$ cat src/include/mdom_spi_defs.svh
// ------------------------------------------------------------
// sizes and serial timing for the mainboard slow-control SPI
// include wherever frame lengths or select widths are needed
// ------------------------------------------------------------
`ifndef MDOM_SPI_DEFS_SVH
`define MDOM_SPI_DEFS_SVH

// chip counts
`define MDOM_N_ADC 6
`define MDOM_N_DAC_BUS 3
`define MDOM_N_DAC_CHIP 3

// frame lengths in bits
`define MDOM_ADC_BITS 24
// also the width of the engine shift register
`define MDOM_DAC_BITS 32
// readback byte from the ADC
`define MDOM_ADC_RD_BITS 8

// serial timing in lclk cycles
// chip select to first sclk edge
`define MDOM_SPI_LEAD 4
// half period of sclk
`define MDOM_SPI_HALF 2
// last edge to chip select release
`define MDOM_SPI_TAIL 4

`endif
$ cat src/hw/mdom_spi_pkg.sv
// ------------------------------------------------------------
// command, job, response and pin types of the slow-control SPI
// import into any block that handles these bundles
// ------------------------------------------------------------
`default_nettype none

`include "mdom_spi_defs.svh"

package mdom_spi_pkg;

  // ADC register write, one-hot chip select
  typedef struct packed {
    logic [`MDOM_N_ADC-1:0]    sel;
    logic [`MDOM_ADC_BITS-1:0] word;
  } adc_cmd_t;

  // DAC write, one-hot bus and one-hot chip on that bus
  typedef struct packed {
    logic [`MDOM_N_DAC_BUS-1:0]  bus_sel;
    logic [`MDOM_N_DAC_CHIP-1:0] chip_sel;
    logic [`MDOM_DAC_BITS-1:0]   word;
  } dac_cmd_t;

  // low byte of the sampled ADC word
  typedef struct packed {
    logic [`MDOM_ADC_RD_BITS-1:0] rd_byte;
  } adc_rsp_t;

  // one frame for the shift engine, word is left aligned
  typedef struct packed {
    logic [5:0]                nbits;
    logic                      sclk_idle;
    logic [`MDOM_DAC_BITS-1:0] word;
  } spi_job_t;

  typedef enum logic {
    OWNER_ADC = 1'b0,
    OWNER_DAC = 1'b1
  } spi_owner_e;

  // shared ADC serial bus, sen active low
  typedef struct packed {
    logic                   sclk;
    logic                   sdata;
    logic [`MDOM_N_ADC-1:0] sen_n;
  } adc_pins_t;

  // nsync indexed [bus][chip], active low
  typedef struct packed {
    logic [`MDOM_N_DAC_BUS-1:0]                            sclk;
    logic [`MDOM_N_DAC_BUS-1:0]                            din;
    logic [`MDOM_N_DAC_BUS-1:0][`MDOM_N_DAC_CHIP-1:0]     nsync_n;
  } dac_pins_t;

endpackage

`default_nettype wire

$ cat src/hw/mdom_slow_ctrl_top.sv
// ------------------------------------------------------------
// slow-control SPI block for the six ADCs and three DAC banks
// commands in on valid/ready, ADC readback out on valid/ready
// ------------------------------------------------------------
`timescale 1ns/10ps
`default_nettype none

module mdom_slow_ctrl_top (
  input  wire logic                   i_lclk,
  input  wire logic                   i_lclk_rst,
  // ADC commands
  input  wire logic                   i_adc_cmd_valid,
  output logic                        o_adc_cmd_ready,
  input  wire mdom_spi_pkg::adc_cmd_t i_adc_cmd,
  // DAC commands
  input  wire logic                   i_dac_cmd_valid,
  output logic                        o_dac_cmd_ready,
  input  wire mdom_spi_pkg::dac_cmd_t i_dac_cmd,
  // ADC readback
  output logic                        o_adc_rsp_valid,
  input  wire logic                   i_adc_rsp_ready,
  output mdom_spi_pkg::adc_rsp_t      o_adc_rsp,
  // serial pins
  output mdom_spi_pkg::adc_pins_t     o_adc_pins,
  input  wire logic                   i_adc_sdout,
  output mdom_spi_pkg::dac_pins_t     o_dac_pins
);
  import mdom_spi_pkg::*;

  // queue to arbiter
  logic     adc_q_valid;
  logic     adc_q_ready;
  adc_cmd_t adc_q_cmd;
  logic     dac_q_valid;
  logic     dac_q_ready;
  dac_cmd_t dac_q_cmd;

  // arbiter to engine
  logic        job_start;
  spi_job_t    job;
  logic        eng_busy;
  logic        eng_done;
  logic [31:0] eng_rd_word;
  logic        eng_sclk;
  logic        eng_mosi;

  spi_cmd_queue #(.payload_t(adc_cmd_t)) u_adc_queue (
    .i_lclk     (i_lclk),
    .i_lclk_rst (i_lclk_rst),
    .i_valid    (i_adc_cmd_valid),
    .o_ready    (o_adc_cmd_ready),
    .i_data     (i_adc_cmd),
    .o_valid    (adc_q_valid),
    .i_ready    (adc_q_ready),
    .o_data     (adc_q_cmd)
  );

  spi_cmd_queue #(.payload_t(dac_cmd_t)) u_dac_queue (
    .i_lclk     (i_lclk),
    .i_lclk_rst (i_lclk_rst),
    .i_valid    (i_dac_cmd_valid),
    .o_ready    (o_dac_cmd_ready),
    .i_data     (i_dac_cmd),
    .o_valid    (dac_q_valid),
    .i_ready    (dac_q_ready),
    .o_data     (dac_q_cmd)
  );

  spi_bus_arbiter u_arbiter (
    .i_lclk          (i_lclk),
    .i_lclk_rst      (i_lclk_rst),
    .i_adc_valid     (adc_q_valid),
    .o_adc_ready     (adc_q_ready),
    .i_adc_cmd       (adc_q_cmd),
    .i_dac_valid     (dac_q_valid),
    .o_dac_ready     (dac_q_ready),
    .i_dac_cmd       (dac_q_cmd),
    .o_job_start     (job_start),
    .o_job           (job),
    .i_eng_busy      (eng_busy),
    .i_eng_done      (eng_done),
    .i_eng_rd_word   (eng_rd_word),
    .i_eng_sclk      (eng_sclk),
    .i_eng_mosi      (eng_mosi),
    .o_adc_pins      (o_adc_pins),
    .o_dac_pins      (o_dac_pins),
    .o_adc_rsp_valid (o_adc_rsp_valid),
    .i_adc_rsp_ready (i_adc_rsp_ready),
    .o_adc_rsp       (o_adc_rsp)
  );

  // only the ADCs talk back
  spi_shift_engine u_engine (
    .i_lclk     (i_lclk),
    .i_lclk_rst (i_lclk_rst),
    .i_start    (job_start),
    .i_job      (job),
    .o_busy     (eng_busy),
    .o_done     (eng_done),
    .o_rd_word  (eng_rd_word),
    .o_sclk     (eng_sclk),
    .o_mosi     (eng_mosi),
    .i_miso     (i_adc_sdout)
  );

endmodule

`default_nettype wire

$ cat src/hw/spi_bus_arbiter.sv
// ------------------------------------------------------------
// shares the shift engine between the ADC and DAC clients
// round-robin grant, job build, pin routing and ADC readback
// ------------------------------------------------------------
`timescale 1ns/10ps
`default_nettype none

`include "mdom_spi_defs.svh"

module spi_bus_arbiter (
  input  wire logic                   i_lclk,
  input  wire logic                   i_lclk_rst,
  input  wire logic                   i_adc_valid,
  output logic                        o_adc_ready,
  input  wire mdom_spi_pkg::adc_cmd_t i_adc_cmd,
  input  wire logic                   i_dac_valid,
  output logic                        o_dac_ready,
  input  wire mdom_spi_pkg::dac_cmd_t i_dac_cmd,
  output logic                        o_job_start,
  output mdom_spi_pkg::spi_job_t      o_job,
  input  wire logic                   i_eng_busy,
  input  wire logic                   i_eng_done,
  input  wire logic [31:0]            i_eng_rd_word,
  input  wire logic                   i_eng_sclk,
  input  wire logic                   i_eng_mosi,
  output mdom_spi_pkg::adc_pins_t     o_adc_pins,
  output mdom_spi_pkg::dac_pins_t     o_dac_pins,
  output logic                        o_adc_rsp_valid,
  input  wire logic                   i_adc_rsp_ready,
  output mdom_spi_pkg::adc_rsp_t      o_adc_rsp
);
  import mdom_spi_pkg::*;

  logic                         active_q;
  logic                         start_q;
  spi_owner_e                   owner_q;
  spi_owner_e                   rr_q;
  logic [`MDOM_N_ADC-1:0]       adc_sel_q;
  logic [`MDOM_N_DAC_BUS-1:0]   dac_bus_q;
  logic [`MDOM_N_DAC_CHIP-1:0]  dac_chip_q;
  spi_job_t                     job_q;
  spi_job_t                     adc_job;
  spi_job_t                     dac_job;
  logic                         rsp_valid_q;
  adc_rsp_t                     rsp_q;
  logic                         can_grant;
  logic                         adc_elig;
  logic                         pick_adc;
  logic                         grant_adc;
  logic                         grant_dac;
  logic                         cs_adc;
  logic                         cs_dac;
  logic                         route_adc;
  logic                         route_dac;

  // ADC held back while its readback is unread
  assign adc_elig  = i_adc_valid && !rsp_valid_q;
  assign can_grant = !active_q && !i_eng_busy;
  // pointer only matters when both want the bus
  assign pick_adc  = adc_elig && (!i_dac_valid || rr_q == OWNER_ADC);
  assign grant_adc = can_grant && pick_adc;
  assign grant_dac = can_grant && i_dac_valid && !pick_adc;

  assign o_adc_ready = grant_adc;
  assign o_dac_ready = grant_dac;

  // ADC word padded below so the MSB leads
  assign adc_job.nbits     = 6'(`MDOM_ADC_BITS);
  assign adc_job.sclk_idle = 1'b0;
  assign adc_job.word      = {i_adc_cmd.word, {(`MDOM_DAC_BITS - `MDOM_ADC_BITS){1'b0}}};
  // DAC clock idles high
  assign dac_job.nbits     = 6'(`MDOM_DAC_BITS);
  assign dac_job.sclk_idle = 1'b1;
  assign dac_job.word      = i_dac_cmd.word;

  always_ff @(posedge i_lclk) begin
    if (i_lclk_rst) begin
      active_q   <= 1'b0;
      start_q    <= 1'b0;
      owner_q    <= OWNER_ADC;
      rr_q       <= OWNER_ADC;
      adc_sel_q  <= '0;
      dac_bus_q  <= '0;
      dac_chip_q <= '0;
    end else begin
      start_q <= grant_adc || grant_dac;
      if (grant_adc) begin
        active_q  <= 1'b1;
        owner_q   <= OWNER_ADC;
        rr_q      <= OWNER_DAC;
        adc_sel_q <= i_adc_cmd.sel;
      end else if (grant_dac) begin
        active_q   <= 1'b1;
        owner_q    <= OWNER_DAC;
        rr_q       <= OWNER_ADC;
        dac_bus_q  <= i_dac_cmd.bus_sel;
        dac_chip_q <= i_dac_cmd.chip_sel;
      end else if (i_eng_done) begin
        // frame over, bus free next cycle
        active_q <= 1'b0;
      end
    end
  end

  // job payload
  always_ff @(posedge i_lclk) begin
    if (grant_adc) begin
      job_q <= adc_job;
    end else if (grant_dac) begin
      job_q <= dac_job;
    end
  end

  assign o_job_start = start_q;
  assign o_job       = job_q;

  // readback register, set on an ADC done
  always_ff @(posedge i_lclk) begin
    if (i_lclk_rst) begin
      rsp_valid_q <= 1'b0;
    end else if (i_eng_done && owner_q == OWNER_ADC) begin
      rsp_valid_q <= 1'b1;
    end else if (i_adc_rsp_ready) begin
      rsp_valid_q <= 1'b0;
    end
  end

  always_ff @(posedge i_lclk) begin
    if (i_eng_done && owner_q == OWNER_ADC) begin
      rsp_q.rd_byte <= i_eng_rd_word[`MDOM_ADC_RD_BITS-1:0];
    end
  end

  assign o_adc_rsp_valid = rsp_valid_q;
  assign o_adc_rsp       = rsp_q;

  // chip select from start cycle until the done cycle
  assign cs_adc = active_q && !i_eng_done && owner_q == OWNER_ADC;
  assign cs_dac = active_q && !i_eng_done && owner_q == OWNER_DAC;
  // clock and data only once the engine holds the job
  assign route_adc = active_q && i_eng_busy && owner_q == OWNER_ADC;
  assign route_dac = active_q && i_eng_busy && owner_q == OWNER_DAC;

  assign o_adc_pins.sclk  = route_adc ? i_eng_sclk : 1'b0;
  assign o_adc_pins.sdata = route_adc ? i_eng_mosi : 1'b0;
  assign o_adc_pins.sen_n = ~(adc_sel_q & {`MDOM_N_ADC{cs_adc}});

  // unselected buses park sclk high, din low
  always_comb begin
    for (int b = 0; b < `MDOM_N_DAC_BUS; b++) begin
      o_dac_pins.sclk[b]    = (route_dac && dac_bus_q[b]) ? i_eng_sclk : 1'b1;
      o_dac_pins.din[b]     = (route_dac && dac_bus_q[b]) ? i_eng_mosi : 1'b0;
      o_dac_pins.nsync_n[b] = ~(dac_chip_q & {`MDOM_N_DAC_CHIP{cs_dac && dac_bus_q[b]}});
    end
  end

endmodule

`default_nettype wire

$ cat src/hw/spi_cmd_queue.sv
// ------------------------------------------------------------
// single-entry valid/ready holding register for one command
// one instance per client, payload chosen by type parameter
// ------------------------------------------------------------
`timescale 1ns/10ps
`default_nettype none

module spi_cmd_queue #(
  parameter type payload_t = mdom_spi_pkg::adc_cmd_t
) (
  input  wire logic     i_lclk,
  input  wire logic     i_lclk_rst,
  // outside side
  input  wire logic     i_valid,
  output logic          o_ready,
  input  wire payload_t i_data,
  // arbiter side
  output logic          o_valid,
  input  wire logic     i_ready,
  output payload_t      o_data
);

  logic     full_q;
  payload_t data_q;

  // occupancy, one command at a time
  always_ff @(posedge i_lclk) begin
    if (i_lclk_rst) begin
      full_q <= 1'b0;
    end else if (!full_q && i_valid) begin
      full_q <= 1'b1;
    end else if (full_q && i_ready) begin
      // arbiter took it
      full_q <= 1'b0;
    end
  end

  // payload captured only on acceptance
  always_ff @(posedge i_lclk) begin
    if (!full_q && i_valid) begin
      data_q <= i_data;
    end
  end

  // empty means ready, so at most one accept every two cycles
  assign o_ready = !full_q;
  assign o_valid = full_q;
  assign o_data  = data_q;

endmodule

`default_nettype wire

$ cat src/hw/spi_shift_engine.sv
// ------------------------------------------------------------
// timed serial shifter shared by both SPI ports
// start with a job while idle, done pulses as chip select drops
// ------------------------------------------------------------
`timescale 1ns/10ps
`default_nettype none

`include "mdom_spi_defs.svh"

module spi_shift_engine (
  input  wire logic                   i_lclk,
  input  wire logic                   i_lclk_rst,
  input  wire logic                   i_start,
  input  wire mdom_spi_pkg::spi_job_t i_job,
  output logic                        o_busy,
  output logic                        o_done,
  output logic [31:0]                 o_rd_word,
  output logic                        o_sclk,
  output logic                        o_mosi,
  input  wire logic                   i_miso
);
  import mdom_spi_pkg::*;

  typedef enum logic [1:0] {
    ST_IDLE,
    ST_LEAD,
    ST_SHIFT,
    ST_TAIL
  } eng_state_e;

  eng_state_e                state_q;
  logic [7:0]                tmr_q;
  logic [5:0]                bits_q;
  logic                      half_q;
  logic                      idle_q;
  logic                      sclk_q;
  logic                      done_q;
  logic [`MDOM_DAC_BITS-1:0] sh_q;
  logic [`MDOM_DAC_BITS-1:0] rd_q;
  spi_job_t                  job;
  logic                      first_edge;
  logic                      second_edge;

  assign job = i_job;

  // sclk leaves idle, device and engine sample here
  assign first_edge = tmr_q == 8'd0 &&
                      (state_q == ST_LEAD ||
                       (state_q == ST_SHIFT && half_q && bits_q != 6'd1));
  // sclk back to idle, mosi advances here
  assign second_edge = state_q == ST_SHIFT && tmr_q == 8'd0 && !half_q;

  always_ff @(posedge i_lclk) begin
    if (i_lclk_rst) begin
      state_q <= ST_IDLE;
      tmr_q   <= '0;
      bits_q  <= '0;
      half_q  <= 1'b0;
      idle_q  <= 1'b0;
      sclk_q  <= 1'b0;
      done_q  <= 1'b0;
      sh_q    <= '0;
    end else begin
      done_q <= 1'b0;
      case (state_q)
        ST_IDLE: begin
          if (i_start) begin
            // start cycle counts as the first lead cycle
            state_q <= ST_LEAD;
            tmr_q   <= 8'(`MDOM_SPI_LEAD - 2);
            bits_q  <= job.nbits;
            idle_q  <= job.sclk_idle;
            sclk_q  <= job.sclk_idle;
            sh_q    <= job.word;
          end
        end
        ST_LEAD: begin
          if (first_edge) begin
            state_q <= ST_SHIFT;
            tmr_q   <= 8'(`MDOM_SPI_HALF - 1);
            half_q  <= 1'b0;
            sclk_q  <= ~idle_q;
          end else begin
            tmr_q <= tmr_q - 8'd1;
          end
        end
        ST_SHIFT: begin
          if (tmr_q != 8'd0) begin
            tmr_q <= tmr_q - 8'd1;
          end else if (second_edge) begin
            sclk_q <= idle_q;
            sh_q   <= sh_q << 1;
            half_q <= 1'b1;
            tmr_q  <= 8'(`MDOM_SPI_HALF - 1);
          end else if (first_edge) begin
            sclk_q <= ~idle_q;
            half_q <= 1'b0;
            bits_q <= bits_q - 6'd1;
            tmr_q  <= 8'(`MDOM_SPI_HALF - 1);
          end else begin
            // last period finished, hold chip select
            state_q <= ST_TAIL;
            tmr_q   <= 8'(`MDOM_SPI_TAIL - 1);
          end
        end
        ST_TAIL: begin
          if (tmr_q == 8'd0) begin
            state_q <= ST_IDLE;
            done_q  <= 1'b1;
          end else begin
            tmr_q <= tmr_q - 8'd1;
          end
        end
        default: state_q <= ST_IDLE;
      endcase
    end
  end

  // miso shifts in LSB side, last bits land in the low byte
  always_ff @(posedge i_lclk) begin
    if (state_q == ST_IDLE && i_start) begin
      rd_q <= '0;
    end else if (first_edge) begin
      rd_q <= {rd_q[`MDOM_DAC_BITS-2:0], i_miso};
    end
  end

  assign o_busy    = state_q != ST_IDLE;
  assign o_done    = done_q;
  assign o_rd_word = rd_q;
  assign o_sclk    = sclk_q;
  // MSB first
  assign o_mosi    = sh_q[`MDOM_DAC_BITS-1];

endmodule

`default_nettype wire

$ cat config.mk
export PLATFORM = sky130hd
export DESIGN_NAME = mdom_slow_ctrl_top
export DESIGN_NICKNAME = d
export VERILOG_FILES = /design/src/hw/mdom_spi_pkg.sv /design/src/hw/mdom_slow_ctrl_top.sv /design/src/hw/spi_bus_arbiter.sv /design/src/hw/spi_cmd_queue.sv /design/src/hw/spi_shift_engine.sv
export VERILOG_INCLUDE_DIRS = /design/src /design/src/include
export SDC_FILE = /design/constraint.sdc
export NUM_CORES = 1
export LEC_CHECK = 0
export ABC_CLOCK_PERIOD_IN_PS = 2900
export BUFFER_PORTS_ARGS = -buffer_cell sky130_fd_sc_hd__buf_2
export CAP_MARGIN = 20
export CELL_PAD_IN_SITES_DETAIL_PLACEMENT = 0
export CELL_PAD_IN_SITES_GLOBAL_PLACEMENT = 1
export CORE_ASPECT_RATIO = 2
export CORE_UTILIZATION = 45
export DETAILED_ROUTE_END_ITERATION = 8
export GPL_ROUTABILITY_DRIVEN = 0
export PLACE_DENSITY = 0.9
export SYNTH_ARGS = -nofsm -noshare
export SYNTH_HDL_FRONTEND = slang
export SYNTH_SLANG_ARGS = --single-unit
export TNS_END_PERCENT = 1
$ cat constraint.sdc
create_clock -name i_lclk -period 2.9 [get_ports i_lclk]
set_clock_uncertainty 0.1 [all_clocks]
set_input_delay 0.29 -clock i_lclk [delete_from_list [all_inputs] [get_ports i_lclk]]
set_output_delay 0.29 -clock i_lclk [all_outputs]
set_load 0.02 [all_outputs]
Yosys cells after proc, flatten, opt, wreduce, memory -nomap -nowiden
Index checks and enable logic that the tools add are counted.
- memories kept: 0
- ROM bits: 0
- output and inout port bits: 34
- bits in latches: 0
- logic and storage cells: 173
- bits in writable memories: 0
- bits of input ports: 74
- register bits after elaboration: 191
- equality and inequality tests: 13
- $mul: 0
- divide/modulo/power cells: 0
- reduce and logical (&&, ||, !) cells: 62
- shift operators: 0
- $add $sub $neg: 2
- magnitude comparators: 0
- bitwise operators: 13
- mux-type cells: 54
- operators with widths (cell ; count):
    $mux W32 ; 5
    $pmux W32 S2 ; 1
    $mux W8 ; 5
    $pmux W8 S4 ; 1
    $logic_and A1 B1 Y1 ; 29
    $mux W1 ; 27
    $mux W6 ; 4
    $mux W2 ; 7
    $reduce_bool A2 Y1 ; 7
    $pmux W6 S2 ; 1
    $ne A2 B2 Y1 const B ; 5
    $and A3 B3 Y3 ; 3
    $not A3 Y3 ; 3
    $logic_not A1 Y1 ; 8
    $logic_not A8 Y1 ; 1
    $ne A2 B1 Y1 const B ; 4
    $pmux W2 S4 ; 1
    $reduce_and A2 Y1 ; 4
    $reduce_bool A8 Y1 ; 1
    $sub A8 B1 Y8 const B ; 1
    $and A6 B6 Y6 ; 1
    $ne A6 B1 Y1 const B ; 1
    $not A6 Y6 ; 1
    $reduce_and A6 Y1 ; 1
    13 further kinds ; 22

Depth between registers and ports, before layout
- depth in word-level cells: 9
- gate-level depth with buffers: 10
- gate-level depth less buffers: 7

Cells and area by module
A second synthesis with hierarchy kept.
- cell total of the unflattened synthesis: 736
- area total of the unflattened synthesis: 8605.8 um2
- modules (own cells, without submodules) (module ; sequential area each (um2) ; area each (um2) ; times used ; cells each):
    spi_shift_engine ; 1681.6 ; 3985.1 ; 1 ; 448
    spi_bus_arbiter ; 1501.4 ; 2491.1 ; 1 ; 210
    spi_cmd_queue (u_dac_queue) ; 1161.1 ; 1184.9 ; 1 ; 43
    spi_cmd_queue (u_adc_queue) ; 920.9 ; 944.7 ; 1 ; 35

Least setup slack after synthesis
No wires, ideal clock.
- path type: flip-flop to flip-flop
- from: register u_dac_queue.full_q, in the netlist u_dac_queue.o_valid
- to: register u_dac_queue.data_q, in the netlist u_dac_queue.o_data[0] (enable)
- required time: 2.362 ns
- arrival time: 2.040 ns
- buffers on the path: 0
- cell stages (with the launch flop): 2
- path slack: 0.322 ns
- library setup time: 0.438 ns
- path through: dfxtp_1 > nor2b_1
- cells in the longest elaborated chain, start to end: 2
- RTL lines (what ; line ; RTL):
    from (decl) ; spi_cmd_queue.sv:23 ; logic full_q;
    from (signal assigned) ; spi_cmd_queue.sv:29 ; full_q <= 1'b0;
    from (signal assigned) ; spi_cmd_queue.sv:31 ; full_q <= 1'b1;
    from (signal assigned) ; spi_cmd_queue.sv:34 ; full_q <= 1'b0;
    $logic_not A1 Y1 ; spi_cmd_queue.sv:40 ; if (!full_q && i_valid) begin
    $logic_and A1 B1 Y1 ; spi_cmd_queue.sv:40 ;
    to (signal assigned) ; spi_cmd_queue.sv:41 ; data_q <= i_data;
    to (decl) ; spi_cmd_queue.sv:24 ; payload_t data_q;
No other way between the ends.
A chain may end at the register's enable or synchronous reset.

==> impl_metrics.toml <==
[placed_design]
io_buffer_count = 107
hpwlAfterDp_um = 9495

[power_and_ir_drop]
seq_power_share = 0.449
power.density_nw_per_um2 = 904.4
total_leakage_power_nw = 3.492
clkPwrFrac = 0.272
worst_voltage_drop_across_the_vdd_grid_mv = 0.5390
switching_power_total_mw = 2.683
power.switching_fraction = 0.3193
combPwrFrac = 0.279
cellInternalPower_mw = 5.718

[drt]
route.final.wire_length_um = 14510
drc_errors = 0
violation_count_after_the_first_detailed_routing_iteration = 232
detail_route.first_pass.iterations = 4
detail_route.wl_per_cell_um = 14.99
antenna_violating_nets_left = 0
detailroute.via_count = 4984
post_drt_via_cell_ratio = 5.149

[yosys]
synthesis.nets = 664
synth_seq_cells = 189
synth.area.top_cells = "sky130_fd_sc_hd__edfxtp_1 41%, sky130_fd_sc_hd__dfxtp_1 24%, sky130_fd_sc_hd__mux2i_1 6.5%"
yosys.area.top_type_share = 0.4124
yosysWarnings = 0
yosys.cell_types.count = 47
synth_enable_flop_cells = 100
async_flop_share = 0
synth.largest_area_cell = "sky130_fd_sc_hd__edfxtp_1"
synth_seq_area_share = 0.6572
synthesis.instances = 582
mapped_cell_area_um2 = 7281
synthFlopType = "sky130_fd_sc_hd__edfxtp_1"
post_synth.cell_area_avg_um2 = 12.51

[timing]
hold_violations = 0
setup_viol = 0
post_route_minimum_period_ps = 2433
fin_tns_setup_ps = 0
fmax_ghz = 0.4110
setup_repair_after_global_routing_missed_its_margin = "false"
final_max_slew_viol_count = 0
slew_at_the_pin_with_the_worst_max_slew_slack_ps = 908.6
max_slew_margin = 0.3930
final_period_utilization = 0.8389

[global_routing]
global_route.usage.total = 0.1820
gr_overflow_total = 0
number_of_global_route_vias_before_repair = 5200
groute.layer.met2.usage = 0.3504
grt_busiest_layer = "met2"
antenna_violations_before_repair = 0
global_route_wire_length_before_repair_um = 23790
globalRouteMet3Util = 0.03727
grt_max_degree = 65
groute.layer.met1.usage = 0.1835

[floorplan]
top_level_ports = 108
core-area_um2 = 15780
fp.dieArea_um2 = 16720
die_height_um = 181.9
initial_core_util = 0.4615
dieWidth_um = 91.94
floorplan.rows = 65

[worst_setup_path]
crit_fanout = 10
crit_path_arrival_time_ps = 2040
startpoint_class = "register"
critical_path.endpoint_type = "output pin"
setup.worst_path.class = "reg2out"
worstPathRequired_ps = 2510

[finish]
area.growth.synth_to_final_pct = 27.58
utilization = 0.5887
layout.nets = 836
layout-drive-gt1-share = 0.2086
diodes = 0

[clock_network]
ctsLongestPathBuffers = 2
clock_tree_from_tritoncts = "built"
clock_transition_at_the_registers_of_the_reported_paths_ps = 70
cts_root_buf = "sky130_fd_sc_hd__clkbuf_16"
cts.sinks = 189
insertion_delay_ps = 420
cts_htree_levels = 4
number_of_clock_buffers_inserted_by_tritoncts = 17

[run_status]
outcome = "completed"

[hold_path]
hold_path_class = "in2reg"

[run]
maxCapViolations = 0
## registers in the layout, summed over array words and instances, names as in the netlist, 2 cells and up
| signal | cells |
|---|---|
| u_dac_queue.o_data | 38 |
| u_engine.tmr_q | 8 |
| u_arbiter.dac_chip_q | 3 |
| u_arbiter.o_adc_rsp | 8 |
| u_arbiter.dac_bus_q | 3 |
| u_adc_queue.o_data | 30 |
| u_engine.o_rd_word | 8 |
| u_arbiter.adc_sel_q | 6 |
| u_engine.state_q | 2 |
| u_engine.sh_q | 32 |
| u_arbiter.o_job | 34 |
| u_engine.bits_q | 6 |
## power groups by stage
stage / combinational [mW] / sequential, mW / clock (mW)
6_report: 2.34 / 3.77 / 2.28
4_1_cts: 2.36 / 3.78 / 2.32
3_3_place_gp: 2.19 / 3.80 / 0
3_5_place_dp: 2.28 / 3.83 / 0
2_1_floorplan: 1.84 / 3.73 / 0
5_1_grt: 2.63 / 3.83 / 2.43
## routing by layer
layer	routed length (µm)	share of wire
met1	5461	0.38
met2	8403	0.58
met3	347	0.024
met4	295	0.020
met5	0	0
## metrics by stage
step                total power [mW]  instances  hold slack, ps  setup slack, ps  cell area, µm²
floorplan                      5.569        582           288.9            322.5            7281
finish                         8.401        968           20.34            467.2            9289
global route                   8.887        968           11.92            271.0            9289
CTS                            8.460        968           1.728            440.1            9289
detailed placement             6.112        868           333.4            541.2            8021
global placement               5.993        868           317.0            618.8            8021
## synthesized netlist by cell type, types with 3 or more instances
cell type / number
sky130_fd_sc_hd__dfxtp_1: 89
sky130_fd_sc_hd__nand2_1: 33
sky130_fd_sc_hd__nor3_1: 14
sky130_fd_sc_hd__nand3_1: 14
sky130_fd_sc_hd__edfxtp_1: 100
sky130_fd_sc_hd__a31oi_1: 4
sky130_fd_sc_hd__nor2_1: 77
sky130_fd_sc_hd__a22o_1: 32
sky130_fd_sc_hd__inv_1: 11
sky130_fd_sc_hd__o21ai_0: 7
sky130_fd_sc_hd__buf_2: 13
sky130_fd_sc_hd__nand3b_1: 3
sky130_fd_sc_hd__a21oi_1: 20
sky130_fd_sc_hd__buf_4: 4
sky130_fd_sc_hd__mux2i_1: 47
sky130_fd_sc_hd__a211oi_1: 36
sky130_fd_sc_hd__nand2b_1: 7
sky130_fd_sc_hd__nor2b_1: 6
sky130_fd_sc_hd__and2_1: 6
sky130_fd_sc_hd__xor2_1: 7
sky130_fd_sc_hd__ha_1: 8
sky130_fd_sc_hd__clkbuf_1: 13
## worst max-delay path, cell delays in order, from the launching register on
cell and delay (ps):
sky130_fd_sc_hd__dfxtp_1 390, sky130_fd_sc_hd__inv_1 80, sky130_fd_sc_hd__ha_1 320, sky130_fd_sc_hd__inv_1 220
sky130_fd_sc_hd__nand2_1 100, sky130_fd_sc_hd__nor2_1 190, sky130_fd_sc_hd__and2_1 160, sky130_fd_sc_hd__buf_2 160
## cell usage in the layout, fill, tap and decap left out, types with 3 or more instances in the layout
cell type                       count
sky130_fd_sc_hd__buf_4              9
sky130_fd_sc_hd__buf_2            107
sky130_fd_sc_hd__clkbuf_16         17
sky130_fd_sc_hd__inv_6              4
sky130_fd_sc_hd__a21oi_1           20
sky130_fd_sc_hd__and2_1             6
sky130_fd_sc_hd__nand3b_1           3
sky130_fd_sc_hd__dfxtp_1           89
sky130_fd_sc_hd__nand2_1           33
sky130_fd_sc_hd__dlygate4sd3_1     68
sky130_fd_sc_hd__xor2_1             7
sky130_fd_sc_hd__nor2_1            76
sky130_fd_sc_hd__a22o_1            32
sky130_fd_sc_hd__o21ai_0            7
sky130_fd_sc_hd__nor3b_2            3
sky130_fd_sc_hd__nand3_1           14
sky130_fd_sc_hd__nor3_1            14
sky130_fd_sc_hd__a211oi_1          36
sky130_fd_sc_hd__inv_1             11
sky130_fd_sc_hd__clkinvlp_4         3
sky130_fd_sc_hd__nor2b_1            4
sky130_fd_sc_hd__edfxtp_1         100
sky130_fd_sc_hd__a31oi_1            4
sky130_fd_sc_hd__mux2i_1           47
sky130_fd_sc_hd__nand2b_1           7
sky130_fd_sc_hd__ha_1               7
sky130_fd_sc_hd__clkinv_1           3
## path summary, 6_finish.rpt
path,slack (ps),start,to,cells after the start
worst max-delay path,470,u_engine.state_q[0]$_SDFFE_PP0P_,o_dac_pins[11],7
worst min-delay path,20,i_adc_sdout,u_engine.o_rd_word[0]$_SDFFE_PP0P_,3
worst max register to register,480,u_engine.state_q[1]$_SDFFE_PP0P_,u_engine.o_rd_word[5]$_SDFFE_PP0P_,7
worst min register to register,350,u_engine.o_rd_word[7]$_SDFFE_PP0P_,u_arbiter.o_adc_rsp[7]$_DFFE_PP_,0
## layout make-up
class / count / area, µm²
clock buffer: 17 / 425.4
clock inverter: 15 / 161.4
fill: 1270 / 6489
inverter: 12 / 45.04
multi-input combinational: 349 / 2317
sequential: 189 / 4785
tap: 201 / 251.5
timing repair buffer: 185 / 1304
## logic make-up after synthesis
group           after synthesis  share of synthesized area
fa+ha+maj                     8                    0.01375
xor+xnor                      7                   0.008421
compound gates              112                     0.1134
mux                          47                    0.06462
buf+inv                      44                    0.02801
flops                       189                     0.6572
simple gates                175                     0.1146
## timing repair
action / 4_1_cts / 5_1_grt
setup buffers: 0 / 0
hold buffers: 68 / 0
resized for setup: 0 / 0
endpoints found under the hold margin: 68 / 0
Note: power is estimated with default switching activity, not from simulation.
